### src/design/bitpack_pkg.sv
// constants for packing variable-length codes into words
// code and length widths, packed word width, byte count width
// ds to dv and flush_in to flush_out pipeline depths of the packer
package bitpack_pkg;

    localparam int code_w = 27;          // widest code, MSB aligned
    localparam int len_w = 5;            // code length field, 1..27
    localparam int word_w = 32;          // packed output word
    localparam int cnt_w = 2;            // valid bytes in a word, 0 stands for 4

    localparam int pack_dv_lat = 2;      // ds to dv when the code completes a word
    localparam int pack_flush_lat = 4;   // flush_in to flush_out

endpackage

### src/design/stream_pkg.sv
// constants and types for the buffered byte stream
// buffer depth and the free-entry margin for the emitter
// stuffing and end marker bytes
// buffer entry kinds, emitter and stuffer state encodings
package stream_pkg;

    localparam int fifo_depth = 16;             // buffer entries
    localparam int fifo_margin = 4;             // free entries needed to accept codes
    localparam logic [7:0] marker_ff = 8'hFF;   // stuffing trigger, marker prefix
    localparam logic [7:0] marker_eoi = 8'hD9;  // end of image code

    typedef enum logic {
        ENTRY_WORD,                             // packed data word
        ENTRY_END                               // block boundary, send end marker
    } entry_kind_e;

    typedef enum logic [1:0] {
        EMIT_RUN,
        EMIT_FLUSH,
        EMIT_DRAIN
    } emit_state_e;

    typedef enum logic [2:0] {
        ST_IDLE,
        ST_DATA,
        ST_ZERO,
        ST_MARK_FF,
        ST_MARK_EOI
    } stuff_state_e;

endpackage

### src/design/bit_packer.sv
// packer of MSB aligned codes (1..27 bits) into 32-bit words
// three-stage barrel shifter, byte shift, two-bit shift, then
// one-bit shift merged into the hold register under a position mask
// partial word with rounded-up byte count on flush
`timescale 1ns/1ps

module bit_packer (
    input  logic                           xclk,
    input  logic                           rst,
    input  logic [bitpack_pkg::code_w-1:0] din,        // MSB aligned, low bits clear
    input  logic [bitpack_pkg::len_w-1:0]  dlen,
    input  logic                           ds,
    input  logic                           flush_in,   // after the last ds of a block
    output logic [bitpack_pkg::word_w-1:0] d_out,
    output logic [bitpack_pkg::cnt_w-1:0]  bytes_out,  // 0 means 4, valid with dv
    output logic                           dv,
    output logic                           flush_out
);

    localparam int d1_w = bitpack_pkg::code_w + bitpack_pkg::word_w - 8;   // after byte shift
    localparam int d2_w = d1_w + 6;                                        // after 2-bit shift
    localparam int d3_w = d2_w + 1;                                        // after 1-bit shift
    localparam int ov_w = d3_w - bitpack_pkg::word_w;                      // spill into next word

    logic [bitpack_pkg::len_w-1:0] pos;       // running bit position in the word
    logic [bitpack_pkg::len_w:0]   pos_sum;   // msb is the word-complete carry

    logic [d1_w-1:0]                data1;
    logic [bitpack_pkg::len_w-1:0]  p1;       // position before this code
    logic [bitpack_pkg::len_w-1:0]  n1;       // position after this code
    logic                           c1;

    logic [d2_w-1:0]                data2;
    logic [bitpack_pkg::word_w-1:0] mask2;    // 1 takes new bits, 0 keeps old
    logic                           sh2;
    logic                           c2;
    logic [bitpack_pkg::len_w-1:0]  n2;

    logic [d3_w-1:0]                data3;
    logic [bitpack_pkg::word_w-1:0] merged;
    logic [bitpack_pkg::word_w-1:0] acc;      // hold register, word being filled
    logic [bitpack_pkg::len_w-1:0]  pend;     // bits held in acc
    logic [bitpack_pkg::len_w:0]    pend_round;

    logic [bitpack_pkg::pack_dv_lat-1:0]    ds_stage;
    logic [bitpack_pkg::pack_flush_lat-2:0] flush_stage;
    logic merge_en;
    logic flush_done;

    assign pos_sum = {1'b0, pos} + {1'b0, dlen};
    assign merge_en = ds_stage[bitpack_pkg::pack_dv_lat-1];
    assign flush_done = flush_stage[bitpack_pkg::pack_flush_lat-2];

    // stage 3, last shift and merge with old bits
    assign data3 = {data2, 1'b0} >> sh2;
    assign merged = (acc & ~mask2) | (data3[d3_w-1 -: bitpack_pkg::word_w] & mask2);
    assign pend_round = {1'b0, pend} + (bitpack_pkg::len_w + 1)'(7);

    assign d_out = merge_en ? merged : acc;          // completed word or flushed tail
    assign dv = (merge_en && c2) || (flush_done && pend != '0);
    assign bytes_out = merge_en ? '0 : pend_round[bitpack_pkg::len_w-1 -: bitpack_pkg::cnt_w];

    always_ff @(posedge xclk) begin
        if (rst) begin
            pos <= '0;
            pend <= '0;
            ds_stage <= '0;
            flush_stage <= '0;
            flush_out <= 1'b0;
        end else begin
            ds_stage <= {ds_stage[bitpack_pkg::pack_dv_lat-2:0], ds};
            flush_stage <= {flush_stage[bitpack_pkg::pack_flush_lat-3:0], flush_in};
            flush_out <= flush_done;                 // one cycle after the tail word
            if (flush_in) begin
                pos <= '0;                           // next block starts a fresh word
            end else if (ds) begin
                pos <= pos_sum[bitpack_pkg::len_w-1:0];
            end
            if (flush_done) begin
                pend <= '0;
            end else if (merge_en) begin
                pend <= n2;
            end
        end
    end

    always_ff @(posedge xclk) begin
        // stage 1, coarse shift by whole bytes
        if (ds) begin
            data1 <= {din, {(bitpack_pkg::word_w-8){1'b0}}} >> {pos[bitpack_pkg::len_w-1:3], 3'b000};
            p1 <= pos;
            n1 <= pos_sum[bitpack_pkg::len_w-1:0];
            c1 <= pos_sum[bitpack_pkg::len_w];
        end
        // stage 2, shift by 0/2/4/6 and build the mask
        if (ds_stage[0]) begin
            data2 <= {data1, 6'b0} >> {p1[2:1], 1'b0};
            mask2 <= {bitpack_pkg::word_w{1'b1}} >> p1;
            sh2 <= p1[0];
            c2 <= c1;
            n2 <= n1;
        end
        // word done, spilled bits open the next one
        if (merge_en) begin
            acc <= c2 ? {data3[ov_w-1:0], {(bitpack_pkg::word_w-ov_w){1'b0}}} : merged;
        end
    end

endmodule

### src/design/byte_stuffer.sv
// byte serializer at the output of the buffer
// sends the valid bytes of each word, MSB first
// inserts 0x00 after every 0xFF data byte
// end entries become the 0xFF 0xD9 marker, out_last on 0xD9
`timescale 1ns/1ps

module byte_stuffer (
    input  logic                           xclk,
    input  logic                           rst,
    input  logic                           rd_valid,
    output logic                           rd_ready,
    input  logic [bitpack_pkg::word_w-1:0] rd_word,
    input  logic [bitpack_pkg::cnt_w-1:0]  rd_bytes,   // 0 means 4
    input  stream_pkg::entry_kind_e        rd_kind,
    output logic                           out_valid,
    input  logic                           out_ready,
    output logic [7:0]                     out_byte,
    output logic                           out_last
);

    stream_pkg::stuff_state_e state;
    logic [bitpack_pkg::word_w-1:0] sh;     // bytes still to send, next at the top
    logic [bitpack_pkg::cnt_w-1:0]  left;   // bytes after the current one
    logic take;
    logic stuff;                            // current byte needs a zero behind it

    assign rd_ready = (state == stream_pkg::ST_IDLE);   // one entry at a time
    assign take = rd_valid && rd_ready;
    assign out_valid = (state != stream_pkg::ST_IDLE);
    assign out_last = (state == stream_pkg::ST_MARK_EOI);
    assign stuff = (state == stream_pkg::ST_DATA) && (out_byte == stream_pkg::marker_ff);

    always_ff @(posedge xclk) begin
        if (rst) begin
            state <= stream_pkg::ST_IDLE;
        end else begin
            case (state)
                stream_pkg::ST_IDLE: begin
                    if (take) begin
                        state <= (rd_kind == stream_pkg::ENTRY_END) ? stream_pkg::ST_MARK_FF
                                                                    : stream_pkg::ST_DATA;
                    end
                end
                stream_pkg::ST_DATA, stream_pkg::ST_ZERO: begin
                    if (out_ready) begin
                        if (stuff) state <= stream_pkg::ST_ZERO;
                        else if (left != '0) state <= stream_pkg::ST_DATA;
                        else state <= stream_pkg::ST_IDLE;          // word done
                    end
                end
                stream_pkg::ST_MARK_FF: begin
                    if (out_ready) state <= stream_pkg::ST_MARK_EOI;   // marker, no stuffing
                end
                stream_pkg::ST_MARK_EOI: begin
                    if (out_ready) state <= stream_pkg::ST_IDLE;
                end
                default: state <= stream_pkg::ST_IDLE;
            endcase
        end
    end

    always_ff @(posedge xclk) begin
        if (take) begin
            out_byte <= (rd_kind == stream_pkg::ENTRY_END) ? stream_pkg::marker_ff
                                                           : rd_word[bitpack_pkg::word_w-1 -: 8];
            sh <= rd_word << 8;
            left <= rd_bytes - 1'b1;                         // 0 wraps to 3 for a full word
        end else if (out_ready) begin
            case (state)
                stream_pkg::ST_DATA, stream_pkg::ST_ZERO: begin
                    if (stuff) begin
                        out_byte <= 8'h00;
                    end else if (left != '0) begin
                        out_byte <= sh[bitpack_pkg::word_w-1 -: 8];
                        sh <= sh << 8;
                        left <= left - 1'b1;
                    end
                end
                stream_pkg::ST_MARK_FF: out_byte <= stream_pkg::marker_eoi;
                default: out_byte <= out_byte;
            endcase
        end
    end

    a_out_hold: assert property (@(posedge xclk) disable iff (rst)
        out_valid && !out_ready |=> out_valid && $stable(out_byte))
        else $error("out_byte changed while stalled");

endmodule

### src/design/code_emitter.sv
// code producer in front of the packer
// valid/ready input port gated by buffer room
// registers codes with the bits past their length cleared
// issues flush after the last code and waits for the packer to drain
`timescale 1ns/1ps

module code_emitter (
    input  logic                           xclk,
    input  logic                           rst,
    input  logic                           code_valid,
    output logic                           code_ready,
    input  logic [bitpack_pkg::code_w-1:0] code,
    input  logic [bitpack_pkg::len_w-1:0]  code_len,
    input  logic                           code_last,
    input  logic                           room,        // buffer has margin left
    input  logic                           flush_out,   // packer finished the block
    output logic                           ds,
    output logic [bitpack_pkg::code_w-1:0] din,
    output logic [bitpack_pkg::len_w-1:0]  dlen,
    output logic                           flush_in
);

    stream_pkg::emit_state_e state;
    logic accept;
    logic [bitpack_pkg::code_w-1:0] keep_mask;   // ones over the code_len top bits

    assign code_ready = (state == stream_pkg::EMIT_RUN) && room;
    assign accept = code_valid && code_ready;
    assign keep_mask = ~({bitpack_pkg::code_w{1'b1}} >> code_len);

    always_ff @(posedge xclk) begin
        if (rst) begin
            state <= stream_pkg::EMIT_RUN;
            ds <= 1'b0;
            flush_in <= 1'b0;
        end else begin
            ds <= accept;                                    // one strobe per code
            flush_in <= (state == stream_pkg::EMIT_FLUSH);   // right after the last ds
            case (state)
                stream_pkg::EMIT_RUN: begin
                    if (accept && code_last) state <= stream_pkg::EMIT_FLUSH;
                end
                stream_pkg::EMIT_FLUSH: state <= stream_pkg::EMIT_DRAIN;
                stream_pkg::EMIT_DRAIN: begin
                    if (flush_out) state <= stream_pkg::EMIT_RUN;   // block fully in buffer
                end
                default: state <= stream_pkg::EMIT_RUN;
            endcase
        end
    end

    // packer masks by position only, low bits must arrive clean
    always_ff @(posedge xclk) begin
        if (accept) begin
            din <= code & keep_mask;
            dlen <= code_len;
        end
    end

    a_len_nonzero: assert property (@(posedge xclk) disable iff (rst)
        accept |-> code_len != '0)
        else $error("code accepted with zero length");

endmodule

### src/design/entropy_out_top.sv
// output end of the entropy coder
// code emitter, bit packer, word buffer and byte stuffer in a chain
`timescale 1ns/1ps

module entropy_out_top (
    input  logic                           xclk,
    input  logic                           rst,
    input  logic                           code_valid,
    output logic                           code_ready,
    input  logic [bitpack_pkg::code_w-1:0] code,
    input  logic [bitpack_pkg::len_w-1:0]  code_len,
    input  logic                           code_last,
    output logic                           out_valid,
    input  logic                           out_ready,
    output logic [7:0]                     out_byte,
    output logic                           out_last
);

    logic                           ds;          // emitter to packer
    logic [bitpack_pkg::code_w-1:0] din;
    logic [bitpack_pkg::len_w-1:0]  dlen;
    logic                           flush_in;
    logic                           dv;          // packer to buffer
    logic [bitpack_pkg::word_w-1:0] d_out;
    logic [bitpack_pkg::cnt_w-1:0]  bytes_out;
    logic                           flush_out;
    logic                           room;        // buffer back to emitter
    logic                           rd_valid;    // buffer to stuffer
    logic                           rd_ready;
    logic [bitpack_pkg::word_w-1:0] rd_word;
    logic [bitpack_pkg::cnt_w-1:0]  rd_bytes;
    stream_pkg::entry_kind_e        rd_kind;

    code_emitter i_emitter (
        .xclk       (xclk),
        .rst        (rst),
        .code_valid (code_valid),
        .code_ready (code_ready),
        .code       (code),
        .code_len   (code_len),
        .code_last  (code_last),
        .room       (room),
        .flush_out  (flush_out),
        .ds         (ds),
        .din        (din),
        .dlen       (dlen),
        .flush_in   (flush_in)
    );

    bit_packer i_packer (
        .xclk      (xclk),
        .rst       (rst),
        .din       (din),
        .dlen      (dlen),
        .ds        (ds),
        .flush_in  (flush_in),
        .d_out     (d_out),
        .bytes_out (bytes_out),
        .dv        (dv),
        .flush_out (flush_out)
    );

    word_fifo i_fifo (
        .xclk      (xclk),
        .rst       (rst),
        .dv        (dv),
        .d_out     (d_out),
        .bytes_out (bytes_out),
        .flush_out (flush_out),
        .room      (room),
        .rd_valid  (rd_valid),
        .rd_ready  (rd_ready),
        .rd_word   (rd_word),
        .rd_bytes  (rd_bytes),
        .rd_kind   (rd_kind)
    );

    byte_stuffer i_stuffer (
        .xclk      (xclk),
        .rst       (rst),
        .rd_valid  (rd_valid),
        .rd_ready  (rd_ready),
        .rd_word   (rd_word),
        .rd_bytes  (rd_bytes),
        .rd_kind   (rd_kind),
        .out_valid (out_valid),
        .out_ready (out_ready),
        .out_byte  (out_byte),
        .out_last  (out_last)
    );

endmodule

### src/design/word_fifo.sv
// circular buffer between packer and byte stuffer
// entries hold a word, its byte count and an entry kind tag
// room flag for the emitter, valid/ready read side
`timescale 1ns/1ps

module word_fifo (
    input  logic                           xclk,
    input  logic                           rst,
    input  logic                           dv,          // word entry write
    input  logic [bitpack_pkg::word_w-1:0] d_out,
    input  logic [bitpack_pkg::cnt_w-1:0]  bytes_out,
    input  logic                           flush_out,   // end entry write
    output logic                           room,
    output logic                           rd_valid,
    input  logic                           rd_ready,
    output logic [bitpack_pkg::word_w-1:0] rd_word,
    output logic [bitpack_pkg::cnt_w-1:0]  rd_bytes,
    output stream_pkg::entry_kind_e        rd_kind
);

    localparam int ptr_w = $clog2(stream_pkg::fifo_depth);

    logic [bitpack_pkg::word_w-1:0] mem_word [stream_pkg::fifo_depth];
    logic [bitpack_pkg::cnt_w-1:0]  mem_bytes [stream_pkg::fifo_depth];
    stream_pkg::entry_kind_e        mem_kind [stream_pkg::fifo_depth];

    logic [ptr_w-1:0] wr_ptr;
    logic [ptr_w-1:0] rd_ptr;
    logic [ptr_w:0]   count;      // entries held
    logic wr;
    logic rd;

    assign wr = dv || flush_out;
    assign rd = rd_valid && rd_ready;
    assign rd_valid = (count != '0);
    assign room = (count <= stream_pkg::fifo_depth - stream_pkg::fifo_margin);

    assign rd_word = mem_word[rd_ptr];
    assign rd_bytes = mem_bytes[rd_ptr];
    assign rd_kind = mem_kind[rd_ptr];

    always_ff @(posedge xclk) begin
        if (wr) begin
            mem_word[wr_ptr] <= d_out;                    // don't care for end entries
            mem_bytes[wr_ptr] <= bytes_out;
            mem_kind[wr_ptr] <= flush_out ? stream_pkg::ENTRY_END : stream_pkg::ENTRY_WORD;
        end
    end

    always_ff @(posedge xclk) begin
        if (rst) begin
            wr_ptr <= '0;
            rd_ptr <= '0;
            count <= '0;
        end else begin
            if (wr) wr_ptr <= wr_ptr + 1'b1;              // depth is a power of two
            if (rd) rd_ptr <= rd_ptr + 1'b1;
            case ({wr, rd})
                2'b10: count <= count + 1'b1;
                2'b01: count <= count - 1'b1;
                default: count <= count;
            endcase
        end
    end

    // packer has no stall, so the emitter margin must always cover it
    a_no_overflow: assert property (@(posedge xclk) disable iff (rst)
        wr |-> count < stream_pkg::fifo_depth)
        else $error("buffer written while full");

    a_no_collision: assert property (@(posedge xclk) disable iff (rst)
        !(dv && flush_out))
        else $error("dv and flush_out in the same cycle");

endmodule

### config.mk
export PLATFORM = sky130hd
export DESIGN_NAME = entropy_out_top
export DESIGN_NICKNAME = d
export VERILOG_FILES = /design/src/design/bitpack_pkg.sv /design/src/design/stream_pkg.sv /design/src/design/bit_packer.sv /design/src/design/byte_stuffer.sv /design/src/design/code_emitter.sv /design/src/design/entropy_out_top.sv /design/src/design/word_fifo.sv
export SDC_FILE = /design/constraint.sdc
export NUM_CORES = 1
export LEC_CHECK = 0
export ABC_AREA = 1
export BUFFER_PORTS_ARGS = -buffer_cell sky130_fd_sc_hd__buf_2
export CORE_MARGIN = 2
export CORE_UTILIZATION = 60
export CTS_CLUSTER_SIZE = 8
export DETAILED_ROUTE_END_ITERATION = 12
export PLACE_DENSITY = 0.76
export SLEW_MARGIN = 30
export SYNTH_ARGS = -nofsm -noshare
export SYNTH_HDL_FRONTEND = slang
export SYNTH_SLANG_ARGS = --single-unit
### constraint.sdc
create_clock -name xclk -period 4.57 [get_ports xclk]
set_input_delay 0.914 -clock xclk [delete_from_list [all_inputs] [get_ports xclk]]
set_output_delay 0.914 -clock xclk [all_outputs]
set_load 0.01 [all_outputs]
# After elaboration in Yosys (flattened, before gate mapping)
# Memory sizes are Yosys's and may differ from the RTL's. A register that Yosys moved wholly into a read port is not among the register bits.
# Index checks and enable logic that the tools add are counted.
word_totals:
  regBits: 292
  mem_bits_rw: 560
  inputBits: 37
  n_memories: 3
op_classes:
  addsub: 8
  magnitude_cmp: 1
  n_eq_ne: 17
  n_shift: 5
  n_mux: 40
  n_bitwise: 6
  reduce_logical: 27
memory_table:
  columns: ["memory", "words", "width", "rd", "rd_clocked_by_memory_dff", "wr", "line", "rtl"]
  rows:
  - ["i_fifo.mem_word", 16, 32, 1, 1, 1, "word_fifo.sv:23", "logic [bitpack_pkg::word_w-1:0] mem_word [stream_pkg::fifo_depth];"]
  - ["i_fifo.mem_bytes", 16, 2, 1, 1, 1, "word_fifo.sv:24", "logic [bitpack_pkg::cnt_w-1:0] mem_bytes [stream_pkg::fifo_depth];"]
  - ["i_fifo.mem_kind", 16, 1, 1, 1, 1, "word_fifo.sv:25", "stream_pkg::entry_kind_e mem_kind [stream_pkg::fifo_depth];"]
ops:
  columns: ["cell", "count"]
  rows:
  - ["$mux 32", 7]
  - ["$and 32x32->32", 2]
  - ["$shr 58x1->58", 1]
  - ["$shr 57x3->57", 1]
  - ["$shr 51x5->51", 1]
  - ["$mux 8", 5]
  - ["$not 32->32", 1]
  - ["$or 32x32->32", 1]
  - ["$shr 32x5->32 const A", 1]
  - ["$and 27x27->27", 1]
  - ["$not 27->27", 1]
  - ["$shr 27x5->27 const A", 1]
  - ["$mux 4", 6]
  - ["$mux 2", 9]
  - ["$pmux 8 s2", 1]
  - ["$mux 3", 5]
  - ["$ne 2x2->1 const B", 6]
  - ["$pmux 3 s4", 1]
  - ["$pmux 5 s2", 1]
  - ["$reduce_bool 2->1", 5]
  - ["$reduce_bool 5->1", 2]
  - ["$add 4x1->4 const B", 2]
  - ["$eq 8x8->1 const B", 1]
  - ["$reduce_and 4->1", 2]
  - ["23 further kinds", 40]

# Longest topological paths before layout
depth:
  depth_word: 6
  depth_mapped: 15
  depth_no_buf: 14

# By module
# Synthesis repeated with hierarchy kept, for this count alone.
unflattened:
  cells_unflattened: 3223
  area_unflattened_um2: 37106.8
by_module_without_submodules:
  columns: ["module", "instances", "cells_per_inst", "area_per_inst_um2", "seq_area_each_um2"]
  rows:
  - ["word_fifo", 1, 1900, 23645.2, 17156.5]
  - ["bit_packer", 1, 1000, 10221.1, 5995.8]
  - ["byte_stuffer", 1, 199, 1806.7, 1081.0]
  - ["code_emitter", 1, 124, 1433.9, 1041.0]

# Least setup slack after synthesis
# OpenSTA, ideal clock, no wires.
synth_path:
  kind: "register to register"
  startpoint: "register i_packer.ds_stage[1] (netlist bit)"
  endpoint: "memory i_fifo.mem_bytes[11][0] (netlist bit) (enable)"
  setup_ns: 0.427
  arrival_ns: 3.038
  required_ns: 4.143
  slack_ns: 1.104
  stages_incl_launch_ff: 5
  n_path_buf: 0
  path_cell_list: "dfxtp_1 nand2_1 nand3_1 nand2_1 nor2_1"
synth_between:
  elab_chain_len: 5
synth_lines:
  columns: ["element", "line", "rtl"]
  rows:
  - ["start, declared", "bit_packer.sv:45", "logic [bitpack_pkg::pack_dv_lat-1:0] ds_stage;"]
  - ["start signal, assigned", "bit_packer.sv:71", "ds_stage <= {ds_stage[bitpack_pkg::pack_dv_lat-2:0], ds};"]
  - ["$logic_and 1x1->1", "bit_packer.sv:60", "assign dv = (merge_en && c2) || (flush_done && pend != '0);"]
  - ["$logic_or 1x1->1", "bit_packer.sv:60", null]
  - ["$logic_or 1x1->1", "word_fifo.sv:33", "assign wr = dv || flush_out;"]
  - ["$mux 1", "word_fifo.sv:43", "if (wr) begin"]
  - ["$mux 1 (not written as such)", "word_fifo.sv:45", "mem_bytes[wr_ptr] <= bytes_out;"]
  - ["end, declared", "word_fifo.sv:24", null]
# Every way passes these cells.

# Final worst setup path
layout_path:
  startpoint: "register i_packer.ds_stage[1] (netlist bit)"
  endpoint: "memory i_fifo.mem_word[11][22] (netlist bit) (enable)"
layout_between:
  elab_chain_len: 5
layout_lines:
  columns: ["element", "line", "rtl"]
  rows:
  - ["$logic_and 1x1->1", "bit_packer.sv:60", null]
  - ["$logic_or 1x1->1", "bit_packer.sv:60", null]
  - ["$logic_or 1x1->1", "word_fifo.sv:33", null]
  - ["$mux 1", "word_fifo.sv:43", null]
  - ["$mux 1 (not written as such)", "word_fifo.sv:44", "mem_word[wr_ptr] <= d_out;"]
  - ["end, declared", "word_fifo.sv:23", null]
# Every way passes these cells.

==> key figures <==
STA
  • WHS: 0.406 ns
  • Final setup violation count: 0
  • Final setup TNS: 0 ns
  • Max Fclk: 323 MHz
  • Setup ws final: 1.47 ns
  • Final hold viol count: 0
  • Relative slew slack: 31.6%
  • Min cycle time layout: 3.10 ns
  • Setup Skew: 0.0464 ns
  • Worst slew pin tran: 1.02 ns
  • Slew Limit Fails: 0
  • Final cycle utilization of the critical path: 67.8%
  • RSZ-0062 raised after global routing: false

Clock tree
  • Worst-Skew Late Latency: 0.68 ns
  • Clock-pin slew on the worst setup and hold paths: 0.05 ns
  • CTS sink count: 855
  • CTS Hold Bufs: 0
  • CTS Buf Count: 116
  • Max Root-Sink Buffers: 3
  • Post CTS Setup Buffer Count: 0
  • CTS tree: built
  • Gates resized, CTS repair: 0
  • Clk root buf: clkbuf_16
  • H-tree Lvls: 3

Yosys
  • Ys async rst share: 0%
  • Post-synth top area share: 68.8%
  • Synth Cell Area: 35,600 µm²
  • Yosys top cell by area: edfxtp_1
  • Netlist cell types: 44
  • Syn Inst Count: 2,916
  • Sequential share of the synthesized area: 71.1%
  • Synth top cells by count: edfxtp_1, nor2_1, o21ai_0
  • Yosys reg bits: 855
  • Synth area leaders: edfxtp_1, o21ai_0, nor2_1, nand2_1, dfxtp_1
  • Most common cell in the netlist: edfxtp_1
  • Post-synth EDFFs: 815
  • Ys Warns: 0
  • Post-Syn Nets: 2,968
  • Top FF cell, synth: edfxtp_1
  • Mean Syn Cell Area: 12.2 µm²

Detailed routing
  • Pre-antenna DRT Iters: 6
  • Vias/cell: 6.23
  • Final WL: 84.7 mm
  • DRC: 0
  • DRT iter0 DRCs: 3,183
  • Via count: 23,645
  • Routed Antenna Nets: 0
  • Post-DR wirelength/cell: 22.3 µm

Global route
  • Total Routing Usage GR: 27.9%
  • Global route overflow: 0
  • Wire length of the first global-routing pass: 130 mm
  • Initial antenna violation count: 0
  • Largest net degree at the start of global routing: 166
  • Number of global-route vias before repair: 22,886

Pwr
  • Leakage: 13.9 nW
  • Clock share of power: 35.2%
  • VDD IR max: 0.000440 V
  • Comb pwr share: 20.4%
  • Sw Share: 30.5%
  • Power, Total: 21.7 mW
  • Internal power: 15.1 mW
  • Sequential share of power: 44.4%
  • Sw power: 6.62 mW
  • Cell Pwr Density: 545 nW/µm²

Outcome
  • Status: finished clean

Die
  • Initial core utilization: 60.5%
  • Die W: 247 µm
  • I/O Pins: 48
  • Core ar.: 58,800 µm²
  • Die H: 247 µm
  • Row Count: 89
  • Die area: 61,200 µm²

Hold path
  • HP Class: reg -> reg

Final layout
  • Area growth syn-to-layout: 12.1%
  • # diodes: 0
  • Post-route cell area: 39,900 µm²
  • Layout cells sized above 1: 9.80%
  • Layout Nets: 3,030

Worst setup path
  • R2R Setup Slk: 1.47 ns
  • CP endpoint kind: flip-flop
  • Worst path required time: 4.93 ns
  • CP Data Arrival Time: 3.46 ns
  • Critical path class: reg -> reg
  • CP startpoint kind: flip-flop
  • CP Max Fanout: 40

Place
  • Final HPWL DP: 50.7 mm
  • PortBufs: 47
  • Place WS: 1.48 ns
  • Routability cong.: 0.907
  • Post-Place Cell Area: 36,600 µm²

Run
  • Max-Cap Viols: 0
==> worst max-delay path: stages (launching register included) <==
cell	delay (ns)
dfxtp_2	0.93
nand2_1	0.10
nand3_1	0.26
nand2_1	0.32
nor2_4	0.86
buf_4	0.30
==> final timing paths <==
| check | from | to | cells after the start |
|---|---|---|---|
| min | i_packer.flush_stage[1] | i_packer.flush_stage[2] | 2 |
| max reg2reg | i_packer.ds_stage[1] | i_fifo.mem_word[11][22] | 5 |
| min reg2reg | i_packer.flush_stage[1] | i_packer.flush_stage[2] | 2 |
| max | i_packer.ds_stage[1] | i_fifo.mem_word[11][22] | 5 |
==> kinds of logic after synthesis <==
family / after synthesis / share of synthesized area [%]
simple gates: 961 / 10.9
fa+ha+maj: 15 / 0.549
flops: 855 / 71.1
compound gates: 686 / 11.1
mux: 72 / 2.03
xor+xnor: 11 / 0.271
buf+inv: 316 / 4.09
==> per-stage QoR <==
step	utilization (%)	std cells
after floorplan	-	2916
after global placement	62.2	3630
after CTS	67.7	3792
after detailed placement	62.3	3632
after global routing	67.8	3793
final	67.8	3793
==> area by class of cell <==
type / instances / area (µm²)
clock buffers: 153 / 3040
clock inverters: 7 / 144
fillers: 3959 / 18900
inverters: 133 / 505
multi-input cells: 1745 / 8970
flip-flops and latches: 855 / 25300
well taps: 773 / 967
repair buffers: 127 / 937
==> sequential cells by signal, indices dropped and copies added, names as in the netlist, 5 cells and up, named ones only <==
signal / flops
i_packer.mask2: 31
i_packer.p1: 5
i_packer.n1: 5
i_packer.data2: 57
i_stuffer.sh: 24
i_fifo.mem_kind: 16
i_stuffer.out_byte: 8
i_packer.pend: 5
i_fifo.count: 5
i_packer.data1: 51
i_emitter.din: 27
i_packer.pos: 5
i_fifo.mem_bytes: 32
i_packer.acc: 32
i_fifo.mem_word: 512
i_packer.n2: 5
i_emitter.dlen: 5
==> power by group through the flow <==
stage                     clock network [mW]  logic (mW)  registers [mW]
after global routing                    8.05        4.85            9.68
after CTS                               7.70        4.37            9.64
after global placement                     0        4.14            9.77
after floorplan                            0        3.24            9.62
final                                   7.65        4.43            9.64
after detailed placement                   0        4.31            9.78
==> placed cells by master, fill, tap and decap left out, types with 33 or more instances in the layout <==
master	count
o21ai_0	423
buf_2	47
mux2i_1	72
edfxtp_1	815
o221ai_1	78
o211ai_1	38
clkbuf_16	116
buf_4	73
dfxtp_1	33
o22ai_1	46
nor2_1	407
clkbuf_1	37
nand3_1	151
inv_1	121
a21oi_1	52
nand2_1	362
==> routing by layer <==
metal  part of all wire [%]  up-vias  global-route usage, %
met3                     10      212                   4.83
met2                     50     1450                   47.2
met4                    3.3        0                   10.8
met1                     37    11306                   36.2
met5                      0        -                      0
li1                       -    10677                      -
No activity file was read; power rests on OpenSTA's default activity.
